$ cat config.mk
export PLATFORM = sky130hd
export DESIGN_NAME = backup_sequencer
export DESIGN_NICKNAME = d
export VERILOG_FILES = /design/src/hdl/backup_pkg.sv /design/src/hdl/cart_pkg.sv /design/src/hdl/backup_sequencer.sv
export SDC_FILE = /design/constraint.sdc
export NUM_CORES = 1
export LEC_CHECK = 0
export BUFFER_PORTS_ARGS = -buffer_cell sky130_fd_sc_hd__buf_2
export CAP_MARGIN = 15
export CORE_ASPECT_RATIO = 1.75
export CORE_MARGIN = 3
export CORE_UTILIZATION = 30
export CTS_CLUSTER_DIAMETER = 40
export DETAILED_ROUTE_END_ITERATION = 8
export GPL_ROUTABILITY_DRIVEN = 0
export HOLD_SLACK_MARGIN = 0.12
export SLEW_MARGIN = 20
export SYNTH_ARGS = -nofsm -noshare
export SYNTH_HDL_FRONTEND = slang
export SYNTH_SLANG_ARGS = --single-unit
$ cat constraint.sdc
create_clock -name clk_sys -period 1.95 [get_ports clk_sys]
set_input_delay 0.0975 -clock clk_sys [delete_from_list [all_inputs] [get_ports clk_sys]]
set_output_delay 0.0975 -clock clk_sys [all_outputs]
set_load 0.01 [all_outputs]
$ cat src/hdl/backup_pkg.sv
// sizes of the battery RAM backup path, shared by the sequencer, cart RAM and top
`default_nettype none

package backup_pkg;

	localparam int LBA_W        = 8;   // sector number
	localparam int SECTOR_WORDS = 256; // 16 bit words per sector

	// word index inside a sector buffer
	localparam int BUFF_ADDR_W = $clog2(SECTOR_WORDS);

	// cartridge RAM seen as words, sector then word
	localparam int BK_WORD_ADDR_W = LBA_W + BUFF_ADDR_W;

endpackage

`default_nettype wire

$ cat src/hdl/cart_pkg.sv
// cartridge-side definitions shared by the header decoder, mapper and top, use by scoped names
`default_nettype none

package cart_pkg;

	// ------------------------------------------------------------------------
	// mapper kinds and bank types
	// ------------------------------------------------------------------------
	typedef enum logic [2:0] {
		MBC_NONE = 3'd0, // plain 32k ROM
		MBC_1    = 3'd1,
		MBC_2    = 3'd2, // 512x4 bit internal RAM
		MBC_3    = 3'd3, // RTC capable
		MBC_5    = 3'd4  // 9 bit ROM bank
	} mbc_kind_t;

	typedef logic [8:0] rom_bank_t; // 16k ROM bank number
	typedef logic [3:0] ram_bank_t; // 8k RAM bank number

	// widths
	localparam int CART_ADDR_W     = 16; // CPU cartridge address
	localparam int ROM_WORD_ADDR_W = 22; // {bank, a13, a12..a1}
	localparam int CRAM_ADDR_W     = 17; // 16 banks of 8k

	// header word byte addresses inside the download
	localparam logic [24:0] HDR_CGB_OFS  = 25'h142; // first header word of interest
	localparam logic [24:0] HDR_TYPE_OFS = 25'h146; // high byte is the cartridge type
	localparam logic [24:0] HDR_SIZE_OFS = 25'h148; // low rom size, high ram size

	// CPU address bits 15..13 per region
	localparam logic [2:0] REG_RAM_EN   = 3'b000; // 0000-1fff
	localparam logic [2:0] REG_ROM_BANK = 3'b001; // 2000-3fff
	localparam logic [2:0] REG_RAM_BANK = 3'b010; // 4000-5fff
	localparam logic [2:0] REG_MODE     = 3'b011; // 6000-7fff
	localparam logic [2:0] REG_CRAM     = 3'b101; // a000-bfff

	localparam logic [3:0] RAM_EN_KEY = 4'hA;

endpackage

`default_nettype wire

$ cat src/hdl/backup_sequencer.sv
// save-pending tracking and sector by sector copy of battery RAM to and from storage
`timescale 1ns/1ps
`default_nettype none

module backup_sequencer (
	input  wire                                  clk_sys,
	input  wire                                  reset,
	input  wire                                  dl_cart,
	input  wire                                  img_mounted,
	input  wire                                  img_readonly,
	input  wire                                  has_battery,
	input  wire                                  has_ram,
	input  wire  cart_pkg::mbc_kind_t            mbc_kind,
	input  wire  [backup_pkg::LBA_W-1:0]         file_mask,
	input  wire                                  cram_wr,
	input  wire                                  save_req,
	input  wire                                  load_req,
	output logic [backup_pkg::LBA_W-1:0]         sd_lba,
	output logic                                 sd_rd,
	output logic                                 sd_wr,
	input  wire                                  sd_ack,
	output logic                                 bk_busy,
	output logic                                 bk_loading,
	output logic                                 sav_pending
);

	logic dl_d;
	logic ack_d;
	logic load_d;
	logic save_d;
	logic bk_ena;    // writable image mounted for this cartridge
	logic auto_load; // queued load after download

	wire sav_supported = has_battery & (has_ram | mbc_kind == cart_pkg::MBC_2) & bk_ena;
	wire dl_end  = dl_d & ~dl_cart;
	wire load_go = auto_load | (bk_ena & load_req & ~load_d);
	wire save_go = bk_ena & save_req & ~save_d;
	wire start   = ~bk_busy & (load_go | save_go); // load wins a tie

	// ------------------------------------------------------------------------
	// arming and pending flags
	// ------------------------------------------------------------------------
	always_ff @(posedge clk_sys) begin
		if (reset) begin
			dl_d        <= 1'b0;
			bk_ena      <= 1'b0;
			auto_load   <= 1'b0;
			sav_pending <= 1'b0;
		end else begin
			dl_d <= dl_cart;
			if (~dl_d & dl_cart)
				bk_ena <= 1'b0;                    // new cartridge, forget old image
			if (dl_cart & img_mounted & ~img_readonly)
				bk_ena <= 1'b1;
			if (dl_end & sav_supported)
				auto_load <= 1'b1;
			else if (start)
				auto_load <= 1'b0;
			if (cram_wr & sav_supported)
				sav_pending <= 1'b1;
			else if (start)
				sav_pending <= 1'b0;
		end
	end

	// ------------------------------------------------------------------------
	// sector walk, four-phase with the storage host
	// ------------------------------------------------------------------------
	always_ff @(posedge clk_sys) begin
		if (reset) begin
			ack_d      <= 1'b0;
			load_d     <= 1'b0;
			save_d     <= 1'b0;
			sd_lba     <= '0;
			sd_rd      <= 1'b0;
			sd_wr      <= 1'b0;
			bk_busy    <= 1'b0;
			bk_loading <= 1'b0;
		end else begin
			ack_d  <= sd_ack;
			load_d <= load_req;
			save_d <= save_req;
			if (~ack_d & sd_ack) begin
				sd_rd <= 1'b0;                     // host took the request
				sd_wr <= 1'b0;
			end
			if (start) begin
				bk_busy    <= 1'b1;
				bk_loading <= load_go;
				sd_lba     <= '0;
				sd_rd      <= load_go;
				sd_wr      <= ~load_go;
			end else if (bk_busy && ack_d && !sd_ack) begin
				if (sd_lba == file_mask) begin     // last sector done
					bk_busy    <= 1'b0;
					bk_loading <= 1'b0;
				end else begin
					sd_lba <= sd_lba + 1'b1;
					sd_rd  <= bk_loading;
					sd_wr  <= ~bk_loading;
				end
			end
		end
	end

endmodule

`default_nettype wire

# Word level (Yosys, flattened, before mapping)
# Cells that the tools add are included.
# classes
add_sub_neg	1
n_mux	17
eq_ne	2
n_reduce_logical	11
bitwise	27
# op_table
cell	n
1-bit two-way mux	17
1-bit bitwise AND	14
1-bit NOT	10
2-bit nonzero test	5
8-bit by 1-bit adder with 8-bit output, second input constant	1
8-bit == test	1
2-bit AND reduction	2
3-bit by 2-bit == test with 1-bit output, second input constant	1
1-bit OR	3
1-bit logical AND	2
2-bit OR reduction	1
1-bit zero test	1
# totals
elab_cells	70
output_inout_bits	13
reg_bits	19

# Depth between registers and ports, before layout
# Gate-level depths: netlist of run 1.
# logic_depth
depth_word	7
mapped_depth	6
depth_no_buf	5

# Worst setup path after synthesis of run 1
# OpenSTA, ideal clock, no wires.
# synth_path
path_type	reg2reg
startpoint	register sd_lba[3] (netlist bit)
endpoint	register sd_rd
setup_ns	0.122
path_buffers	1
t_arrival_ns	1.414
slack_ns	0.415
path_stages_with_launch	6
required_time_ns	1.828
path_cell_list	dfxtp_1 > xor2_1 > nor4_2 > a21boi_2 > buf_6 > a221o_1
# synth_via
elab_chain_cells	4
# synth_lines
item	line	rtl
from (decl)	backup_sequencer.sv:18	output logic [backup_pkg::LBA_W-1:0] sd_lba,
from (signal assigned)	backup_sequencer.sv:98	sd_lba <= sd_lba + 1'b1;
8-bit == test	backup_sequencer.sv:94	if (sd_lba == file_mask) begin
1-bit two-way mux	backup_sequencer.sv:94	
1-bit two-way mux	backup_sequencer.sv:93	end else if (bk_busy && ack_d && !sd_ack) begin
1-bit two-way mux	backup_sequencer.sv:87	if (start) begin
to (signal assigned)	backup_sequencer.sv:91	sd_rd <= load_go;
to (signal assigned)	backup_sequencer.sv:99	sd_rd <= bk_loading;
to (decl)	backup_sequencer.sv:19	output logic sd_rd,
# No other way between the ends.
# A chain may end at the register's enable or synchronous reset.

# Worst setup path in the final report of run 1
# layout_path
startpoint	register sd_lba[3] (netlist bit)
endpoint	register sd_wr
# layout_via
elab_chain_cells	4
# layout_lines
item	line	rtl
8-bit == test	backup_sequencer.sv:94	
1-bit two-way mux	backup_sequencer.sv:94	
1-bit two-way mux	backup_sequencer.sv:93	
1-bit two-way mux	backup_sequencer.sv:87	
to (signal assigned)	backup_sequencer.sv:92	sd_wr <= ~load_go;
to (signal assigned)	backup_sequencer.sv:100	sd_wr <= ~bk_loading;
to (decl)	backup_sequencer.sv:20	output logic sd_wr,
# No other way between the ends.

==> results.cfg, run 1 <==
[outcome]
status = completed

[global_route]
grt_pass1_wl_um = 3520
grt_pass1_vias = 855
antenna_found_initial = 0
overflow = 0
grt_start_max_net_pins = 14
gr-usage-all-layers = 0.126

[cts]
path_clk_slew_ns = 0.07
cts_tree = done
cts_htree_levels = 1
numCtsBuffers = 3
clock-root-buffer = clkbuf_8
cts_setup_buffers = 0
cts_resized = 0
cts_hold_buf = 7
clk_path_buf_depth = 2
cts_sinks = 19
clk_latency_ns = 0.25

[detailed_routing]
drtIter0Drc = 10
dr.pass1.iters = 4
antenna_left = 0
wl_um = 2230
viasPerCell = 4.74
routed-via-count = 901
wire_per_inst_um = 11.8
drc = 0

[floorplanning]
num_io_pins = 35
num_rows = 26
coreArea_um2 = 2960
dieArea_um2 = 3860
initial_utilization = 0.317
die_w_um = 48.3
die_h_um = 79.9

[power_and_ir_drop]
seqPwrFrac = 0.532
p_sw_frac = 0.221
power.leakage_nw = 0.624
total_power_w = 0.000755
ir_worst_vdd_v = 0.000451
clock_power_share = 0.354
powerDensity_nw_per_um2 = 591
p_int_w = 0.000588
p_sw_w = 0.000166
combPwrFrac = 0.114

[synth]
yosysSeqAreaShare = 0.406
synthTopCellsByArea = dfxtp_1, mux2i_1, xor2_1
yosys_warnings = 0
syn_inst = 103
netlist_area_um2 = 937
synth_cell_type_count = 33
synth_top_area_share = 0.406
syn_nets = 126
synth_seq_cells = 19
avgSynthCellArea_um2 = 9.10
synth_top_cell_by_area = dfxtp_1

[sta]
tightest_slew_ns = 0.573
post-route-period-util = 0.884
clock.fmax_ghz = 0.580
skew_ns = 0.00471
slew_violations = 0
setup_viol = 0
post-route-min-period_ns = 1.72
max-slew-margin-rel = 0.616
rsz0062_at_grt = false
layout_setup_ws_ns = 0.226
hold_viol = 0
whs_ns = 0.161
fin_tns_setup_ns = 0

[worst_setup_path]
cp.arrival_ns = 1.87
crit_buf_inv = 0
cp-end-kind = register
critPathMaxFanout = 12
critPathRequiredTime_ns = 2.10
startpoint_type = register
slowest_stage = a21boi_2
crit_family = compound AO/OA/AOI/OAI gates
critPathMaxStageDelay_ns = 0.48
critical_path_class = reg2reg
crit_chain = xor2_1 > nor4_2 > a21boi_2 > mux2i_1 > a32o_1

[final_layout]
most-common-layout-cells = buf_2, dfxtp_1, nand2_1, nor2_1, xor2_1
antenna_cells = 0
nets = 172
drive_above_1_share = 0.291
area_growth_pct = 36.3
final_common_cell = buf_2
fin_cells = 190

[worst_hold_path]
min_path_type = in2reg

[placement]
dpl_worst_slack_ns = 0.243
io_buffer_count = 34
dpl.hpwl_um = 1700
dp_cells = 179

[flow_run]
drv_cap = 0
state kept, by name, indices dropped and copies added, names as in the netlist:
name and count:
sd_lba 8, save_d 1, ack_d 1, dl_d 1
sd_wr 1, load_d 1, bk_busy 1, sd_rd 1
sav_pending 1, bk_ena 1, auto_load 1, bk_loading 1
metrics by stage:
| step | area (um2) | util |
|---|---|---|
| CTS | 1280 | 0.432 |
| global placement | 1160 | 0.393 |
| detailed placement | 1160 | 0.393 |
| finish | 1280 | 0.432 |
| global route | 1280 | 0.432 |
| floorplan | 937 | - |
final timing paths:
check             slack (ns)                        to                      from  depth (start not counted)
setup / recovery        0.23          sd_wr$_SDFF_PP0_    sd_lba[3]$_SDFFE_PP0P_                          5
hold / removal          0.16           dl_d$_SDFF_PP0_                     reset                          2
hold reg to reg         0.48  sav_pending$_SDFFE_PP0P_  sav_pending$_SDFFE_PP0P_                          1
setup reg to reg        0.23          sd_wr$_SDFF_PP0_    sd_lba[3]$_SDFFE_PP0P_                          5
synthesized netlist by cell type:
cell	instances
mux2i_1	7
nand3b_1	2
a211o_1	1
nor4_1	1
o21ai_0	1
a31oi_1	1
dfxtp_1	19
nand3_1	2
nor2b_1	3
ha_1	1
inv_1	5
nand4_1	3
buf_2	1
a221o_1	1
or3_1	1
nor2_1	8
a32o_1	2
nor4_2	2
xnor2_1	1
clkbuf_1	1
nand2b_1	5
nand2_1	12
a21oi_1	3
buf_6	1
and4bb_1	1
nor3_1	2
a21boi_2	1
xor2_1	8
a22o_1	1
and4_1	1
or2b_1	1
and3_1	3
a211oi_1	1
power groups by stage:
| stage | clock network (W) | registers [W] | logic [W] |
|---|---|---|---|
| after floorplan | 0 | 0.000411 | 0.0000382 |
| after global placement | 0 | 0.000410 | 0.0000743 |
| after detailed placement | 0 | 0.000410 | 0.0000760 |
| after CTS | 0.000277 | 0.000401 | 0.0000865 |
| after global routing | 0.000287 | 0.000402 | 0.0000963 |
| final | 0.000267 | 0.000401 | 0.0000858 |
routing by layer:
metal	GRT usage	up-vias	part of all wire
met5	0	-	0
met4	0.0566	0	0.018
met3	0.0203	4	0.060
met2	0.207	37	0.51
met1	0.150	411	0.42
li1	-	449	-
layout make-up:
type | count | area (um2)
clock buffer | 4 | 45.0
fill | 296 | 1680
inverter | 5 | 18.8
multi-input combinational | 76 | 518
sequential | 19 | 380
tap | 42 | 52.6
timing repair buffer | 44 | 263
kinds of logic after synthesis:
group                    count (synthesis)  synth area share
buffers and inverters                    8            0.0414
flip-flops                              19             0.406
adder cells (fa/ha/maj)                  1            0.0133
XOR/XNOR                                 9            0.0841
multiplexers                             7            0.0748
AO/OA/AOI/OAI                           12            0.0988
AND/OR/NAND/NOR                         47             0.282
(Power assumes the default switching activity.)
==> run 2, diff against run 1 <==
CTS_BUF_LIST = sky130_fd_sc_hd__clkbuf_4 sky130_fd_sc_hd__clkbuf_8   (was default)
==> run 2 against run 1 <==
Combinational power about the same. Die area unchanged. Clock power increased by 6%. Global-route usage unchanged. Utilization increased by 0.13 points. Setup slack about the same. Final cell count unchanged. Flip-flop and latch count unchanged. Final area increased by 0.29%. Count of clock-buffer cells in the layout unchanged. Worst hold slack improved by 0.00060 ns. Routed wire length about the same. Critical path type unchanged. Largest cell class unchanged. Largest power group unchanged.
==> results.cfg, run 2 (synthesized netlist as in run 1, its figures left out) <==
[worst_setup_path]
critPathMaxFanout = 12
crit_chain = xor2_1 > nor4_2 > a21boi_2 > mux2i_1 > a32o_1
crit_family = compound AO/OA/AOI/OAI gates
crit_buf_inv = 0
slowest_stage = a21boi_2
cp-end-kind = register
critPathRequiredTime_ns = 2.10
critical_path_class = reg2reg
cp.arrival_ns = 1.87
startpoint_type = register
critPathMaxStageDelay_ns = 0.48

[cts]
path_clk_slew_ns = 0.07
clk_path_buf_depth = 2
cts_tree = done
clock-root-buffer = clkbuf_8
cts_htree_levels = 1
clk_latency_ns = 0.25
cts_resized = 0
numCtsBuffers = 3
cts_sinks = 19

[floorplanning]
num_rows = 26
initial_utilization = 0.317
die_w_um = 48.3
dieArea_um2 = 3860
num_io_pins = 35
die_h_um = 79.9
coreArea_um2 = 2960

[sta]
tightest_slew_ns = 0.573
fin_tns_setup_ns = 0
skew_ns = 0.00501
post-route-period-util = 0.884
hold_viol = 0
clock.fmax_ghz = 0.580
slew_violations = 0
rsz0062_at_grt = false
post-route-min-period_ns = 1.72
setup_viol = 0
max-slew-margin-rel = 0.616

[final_layout]
multi_input_area_um2 = 518
area_growth_pct = 36.7
most-common-layout-cells = buf_2, dfxtp_1, nand2_1, nor2_1, xor2_1
seq_area_um2 = 380
final_common_cell = buf_2
largest_reg_flops = 8
antenna_cells = 0
fillers = 297
drive_above_1_share = 0.297
regMostFlops = sd_lba
nets = 172

[power_and_ir_drop]
ir_worst_vdd_v = 0.000501
p_sw_frac = 0.217
seqPwrFrac = 0.522
clock_power_share = 0.366
combPwrFrac = 0.112
p_int_w = 0.000602
powerDensity_nw_per_um2 = 600
power.leakage_nw = 0.628
total_power_w = 0.000769
p_sw_w = 0.000167

[worst_hold_path]
min_path_type = in2reg

[global_route]
gr-usage-all-layers = 0.126
grt_start_max_net_pins = 14
grt_pass1_vias = 855
overflow = 0
grt_pass1_wl_um = 3520
antenna_found_initial = 0

[detailed_routing]
routed-via-count = 901
wl_um = 2230
viasPerCell = 4.74
antenna_left = 0
drc = 0
drtIter0Drc = 10
wire_per_inst_um = 11.8
dr.pass1.iters = 4

[outcome]
status = completed

[placement]
io_buffer_count = 34
dpl.hpwl_um = 1700

[flow_run]
drv_cap = 0
-- run 2: cell counts in the layout (fill, tap and decap cells not counted) --
Identical to the previous run, type by type.
-- run 2: timing repair --
item | CTS | global route
setup buffers | 0 | 0
hold buffers | 7 | 0
endpoints found under the hold margin | 6 | 0
-- run 2: layout make-up --
| class | count | share of cell area |
|---|---|---|
| clock buffers | 4 | 0.0381 |
| inverters | 5 | 0.0146 |
| multi-input cells | 76 | 0.404 |
| flip-flops and latches | 19 | 0.297 |
| well taps | 42 | 0.0410 |
| repair buffers | 44 | 0.205 |
-- run 2: worst reg2reg max path, delay by kind of cell (launching register included) --
kind,cells,cell delay (ns)
multiplexers,1,0.16
flip-flops,1,0.47
XOR/XNOR,1,0.20
AND/OR/NAND/NOR,1,0.08
AO/OA/AOI/OAI,2,0.71
-- run 2: per-stage QoR --
stage                     cells  area [um2]   util  setup slack (ns)  hold slack, ns
after floorplan             103         937      -             0.415           0.226
after global placement      179        1160  0.393             0.251           0.324
after detailed placement    179        1160  0.393             0.243           0.329
after CTS                   190        1280  0.433             0.231           0.164
after global routing        190        1280  0.433             0.114           0.188
final                       190        1280  0.433             0.226           0.162
-- run 2: worst paths after layout --
check	start	to	slack (ns)	depth (start not counted)
max reg2reg	sd_lba[3]$_SDFFE_PP0P_	sd_wr$_SDFF_PP0_	0.23	5
min	reset	dl_d$_SDFF_PP0_	0.16	2
max	sd_lba[3]$_SDFFE_PP0P_	sd_wr$_SDFF_PP0_	0.23	5
min reg2reg	sav_pending$_SDFFE_PP0P_	sav_pending$_SDFFE_PP0P_	0.48	1
-- run 2: power by group through the flow --
stage / logic (W) / clock network (W) / registers [W]
after floorplan: 0.0000382 / 0 / 0.000411
final: 0.0000858 / 0.000282 / 0.000401
after CTS: 0.0000865 / 0.000291 / 0.000401
after detailed placement: 0.0000760 / 0 / 0.000410
after global routing: 0.0000963 / 0.000302 / 0.000402
after global placement: 0.0000743 / 0 / 0.000410
-- run 2: layer usage --
metal	GRT usage	vias to the layer above	routed length, um
met2	0.207	37	1130
met1	0.150	411	927
met3	0.0203	4	134
li1	-	449	-
met5	0	-	0
met4	0.0566	0	40
==> run 3, diff against run 2 <==
--- a/config.mk
+++ b/config.mk
@@ -7,3 +7,2 @@
 export LEC_CHECK = 0
-export BUFFER_PORTS_ARGS = -buffer_cell sky130_fd_sc_hd__buf_2
 export CAP_MARGIN = 15
@@ -15,2 +14,3 @@
 export DETAILED_ROUTE_END_ITERATION = 8
+export DONT_BUFFER_PORTS = 1
 export GPL_ROUTABILITY_DRIVEN = 0
==> constraint.sdc (replaced) <==
create_clock -name clk_sys -period 1.95 [get_ports clk_sys]
set_input_delay 0.585 -clock clk_sys [delete_from_list [all_inputs] [get_ports clk_sys]]
set_output_delay 0.585 -clock clk_sys [all_outputs]
set_load 0.01 [all_outputs]
==> run 3 against run 2 <==
Clock skew down 0.0035 ns. Register-to-register slack barely moved. Total power down 5.4%. Critical path depth unchanged. Largest power group unchanged.
==> results.cfg, run 3 (synthesized netlist as in run 1, its figures left out) <==
[power_and_ir_drop]
seqPwrFrac = 0.555
p_sw_w = 0.000152
p_int_w = 0.000576
clock_power_share = 0.387
powerDensity_nw_per_um2 = 679
power.leakage_nw = 0.468
p_sw_frac = 0.209
combPwrFrac = 0.059
ir_worst_vdd_v = 0.000374

[worst_setup_path]
crit_family = compound AO/OA/AOI/OAI gates
cp.depth = 5
r2r_slack_ns = 0.23
startpoint = sd_lba[6]$_SDFFE_PP0P_
cp-end-kind = register
crit_buf_inv = 0
startpoint_type = register
slowest_stage = dfxtp_1
r2r_cells = 5
critPathRequiredTime_ns = 2.09
critPathMaxStageDelay_ns = 0.47
cp.arrival_ns = 1.86
r2r_start = sd_lba[6]$_SDFFE_PP0P_
r2r_end = sd_rd$_SDFF_PP0_
critical_path_class = reg2reg
critPathMaxFanout = 12
crit_chain = xor2_1 > nor4_2 > a21boi_2 > nor4_1 > a221o_1

[cts]
path_clk_slew_ns = 0.07
cts_tree = done
cts_sinks = 19
clock-root-buffer = clkbuf_8
clk_latency_ns = 0.25
clk_path_buf_depth = 2
cts_hold_buf = 0
cts_resized = 0
cts_htree_levels = 1
cts_setup_buffers = 0
numCtsBuffers = 3

[floorplanning]
dieArea_um2 = 3860
num_rows = 26
die_h_um = 79.9
num_io_pins = 35
initial_utilization = 0.317
die_w_um = 48.3
coreArea_um2 = 2960

[final_layout]
area_growth_pct = 14.3
drive_above_1_share = 0.126
final_common_cell = dfxtp_1
multi_input_area_um2 = 518
antenna_cells = 0
most-common-layout-cells = dfxtp_1, nand2_1, nor2_1, xor2_1
seq_area_um2 = 380
nets = 135
regMostFlops = sd_lba
fillers = 308
largest_reg_flops = 8

[detailed_routing]
wl_um = 2000
drc = 0
routed-via-count = 761
antenna_left = 0
viasPerCell = 4.97
dr.pass1.iters = 4
drtIter0Drc = 17
wire_per_inst_um = 13.1

[sta]
max-slew-margin-rel = 0.637
hold_viol = 0
post-route-period-util = 0.880
post-route-min-period_ns = 1.72
slew_violations = 0
tightest_slew_ns = 0.541
setup_viol = 0
fin_tns_setup_ns = 0
skew_ns = 0.00153
clock.fmax_ghz = 0.583
rsz0062_at_grt = false
layout_setup_ws_ns = 0.233

[flow_run]
drv_cap = 0

[worst_hold_path]
holdCritStartpoint = reset
whs_endpoint = dl_d$_SDFF_PP0_
min_path_type = in2reg
hold_path_depth = 1

[outcome]
status = completed

[global_route]
grt_start_max_net_pins = 15
grt_pass1_vias = 772
antenna_found_initial = 0
grt_pass1_wl_um = 3240
overflow = 0
gr-usage-all-layers = 0.113

[placement]
io_buffer_count = 0
dpl_worst_slack_ns = 0.0834
dpl.hpwl_um = 1640
-- run 3: power by group through the flow --
stage                     Combinational [W]  Clock (W)  Sequential, W
after global placement            0.0000419          0       0.000412
after global routing              0.0000489   0.000309       0.000404
after detailed placement          0.0000434          0       0.000412
after CTS                         0.0000435   0.000290       0.000403
after floorplan                   0.0000382          0       0.000411
final                             0.0000427   0.000281       0.000403
-- run 3: how the worst max path moves through the flow --
stage / slack (ns) / endpoint
after CTS: 0.24 / sd_rd$_SDFF_PP0_
after detailed placement: 0.08 / sd_wr$_SDFF_PP0_
after global routing: 0.06 / sd_rd$_SDFF_PP0_
final: 0.23 / sd_rd$_SDFF_PP0_
after global placement: 0.13 / sd_wr$_SDFF_PP0_
after floorplan: 0.23 / sd_rd$_SDFF_PP0_
-- run 3: per-stage QoR --
step,std cells,power [W],area [um2],util,hold WS (ns)
after floorplan,103,0.000449,937,-,0.464
after global placement,149,0.000454,1020,0.345,0.483
after detailed placement,149,0.000456,1020,0.345,0.492
after CTS,153,0.000737,1070,0.362,0.391
after global routing,153,0.000762,1070,0.362,0.384
final,153,0.000727,1070,0.362,0.396
-- run 3: cell type report --
type,instances,area share
clock buffer,4,0.0456
inverter,5,0.0175
multi-input combinational,76,0.484
sequential,19,0.355
tap,42,0.0491
timing repair buffer,7,0.0491
-- run 3: routing by layer --
layer,part of all wire,wire length (um),GRT usage,vias up
met5,0,0,0,-
met2,0.51,1030,0.186,29
li1,-,-,-,376
met3,0.085,170,0.0384,2
met4,0.0085,17,0.0431,0
met1,0.39,785,0.128,354
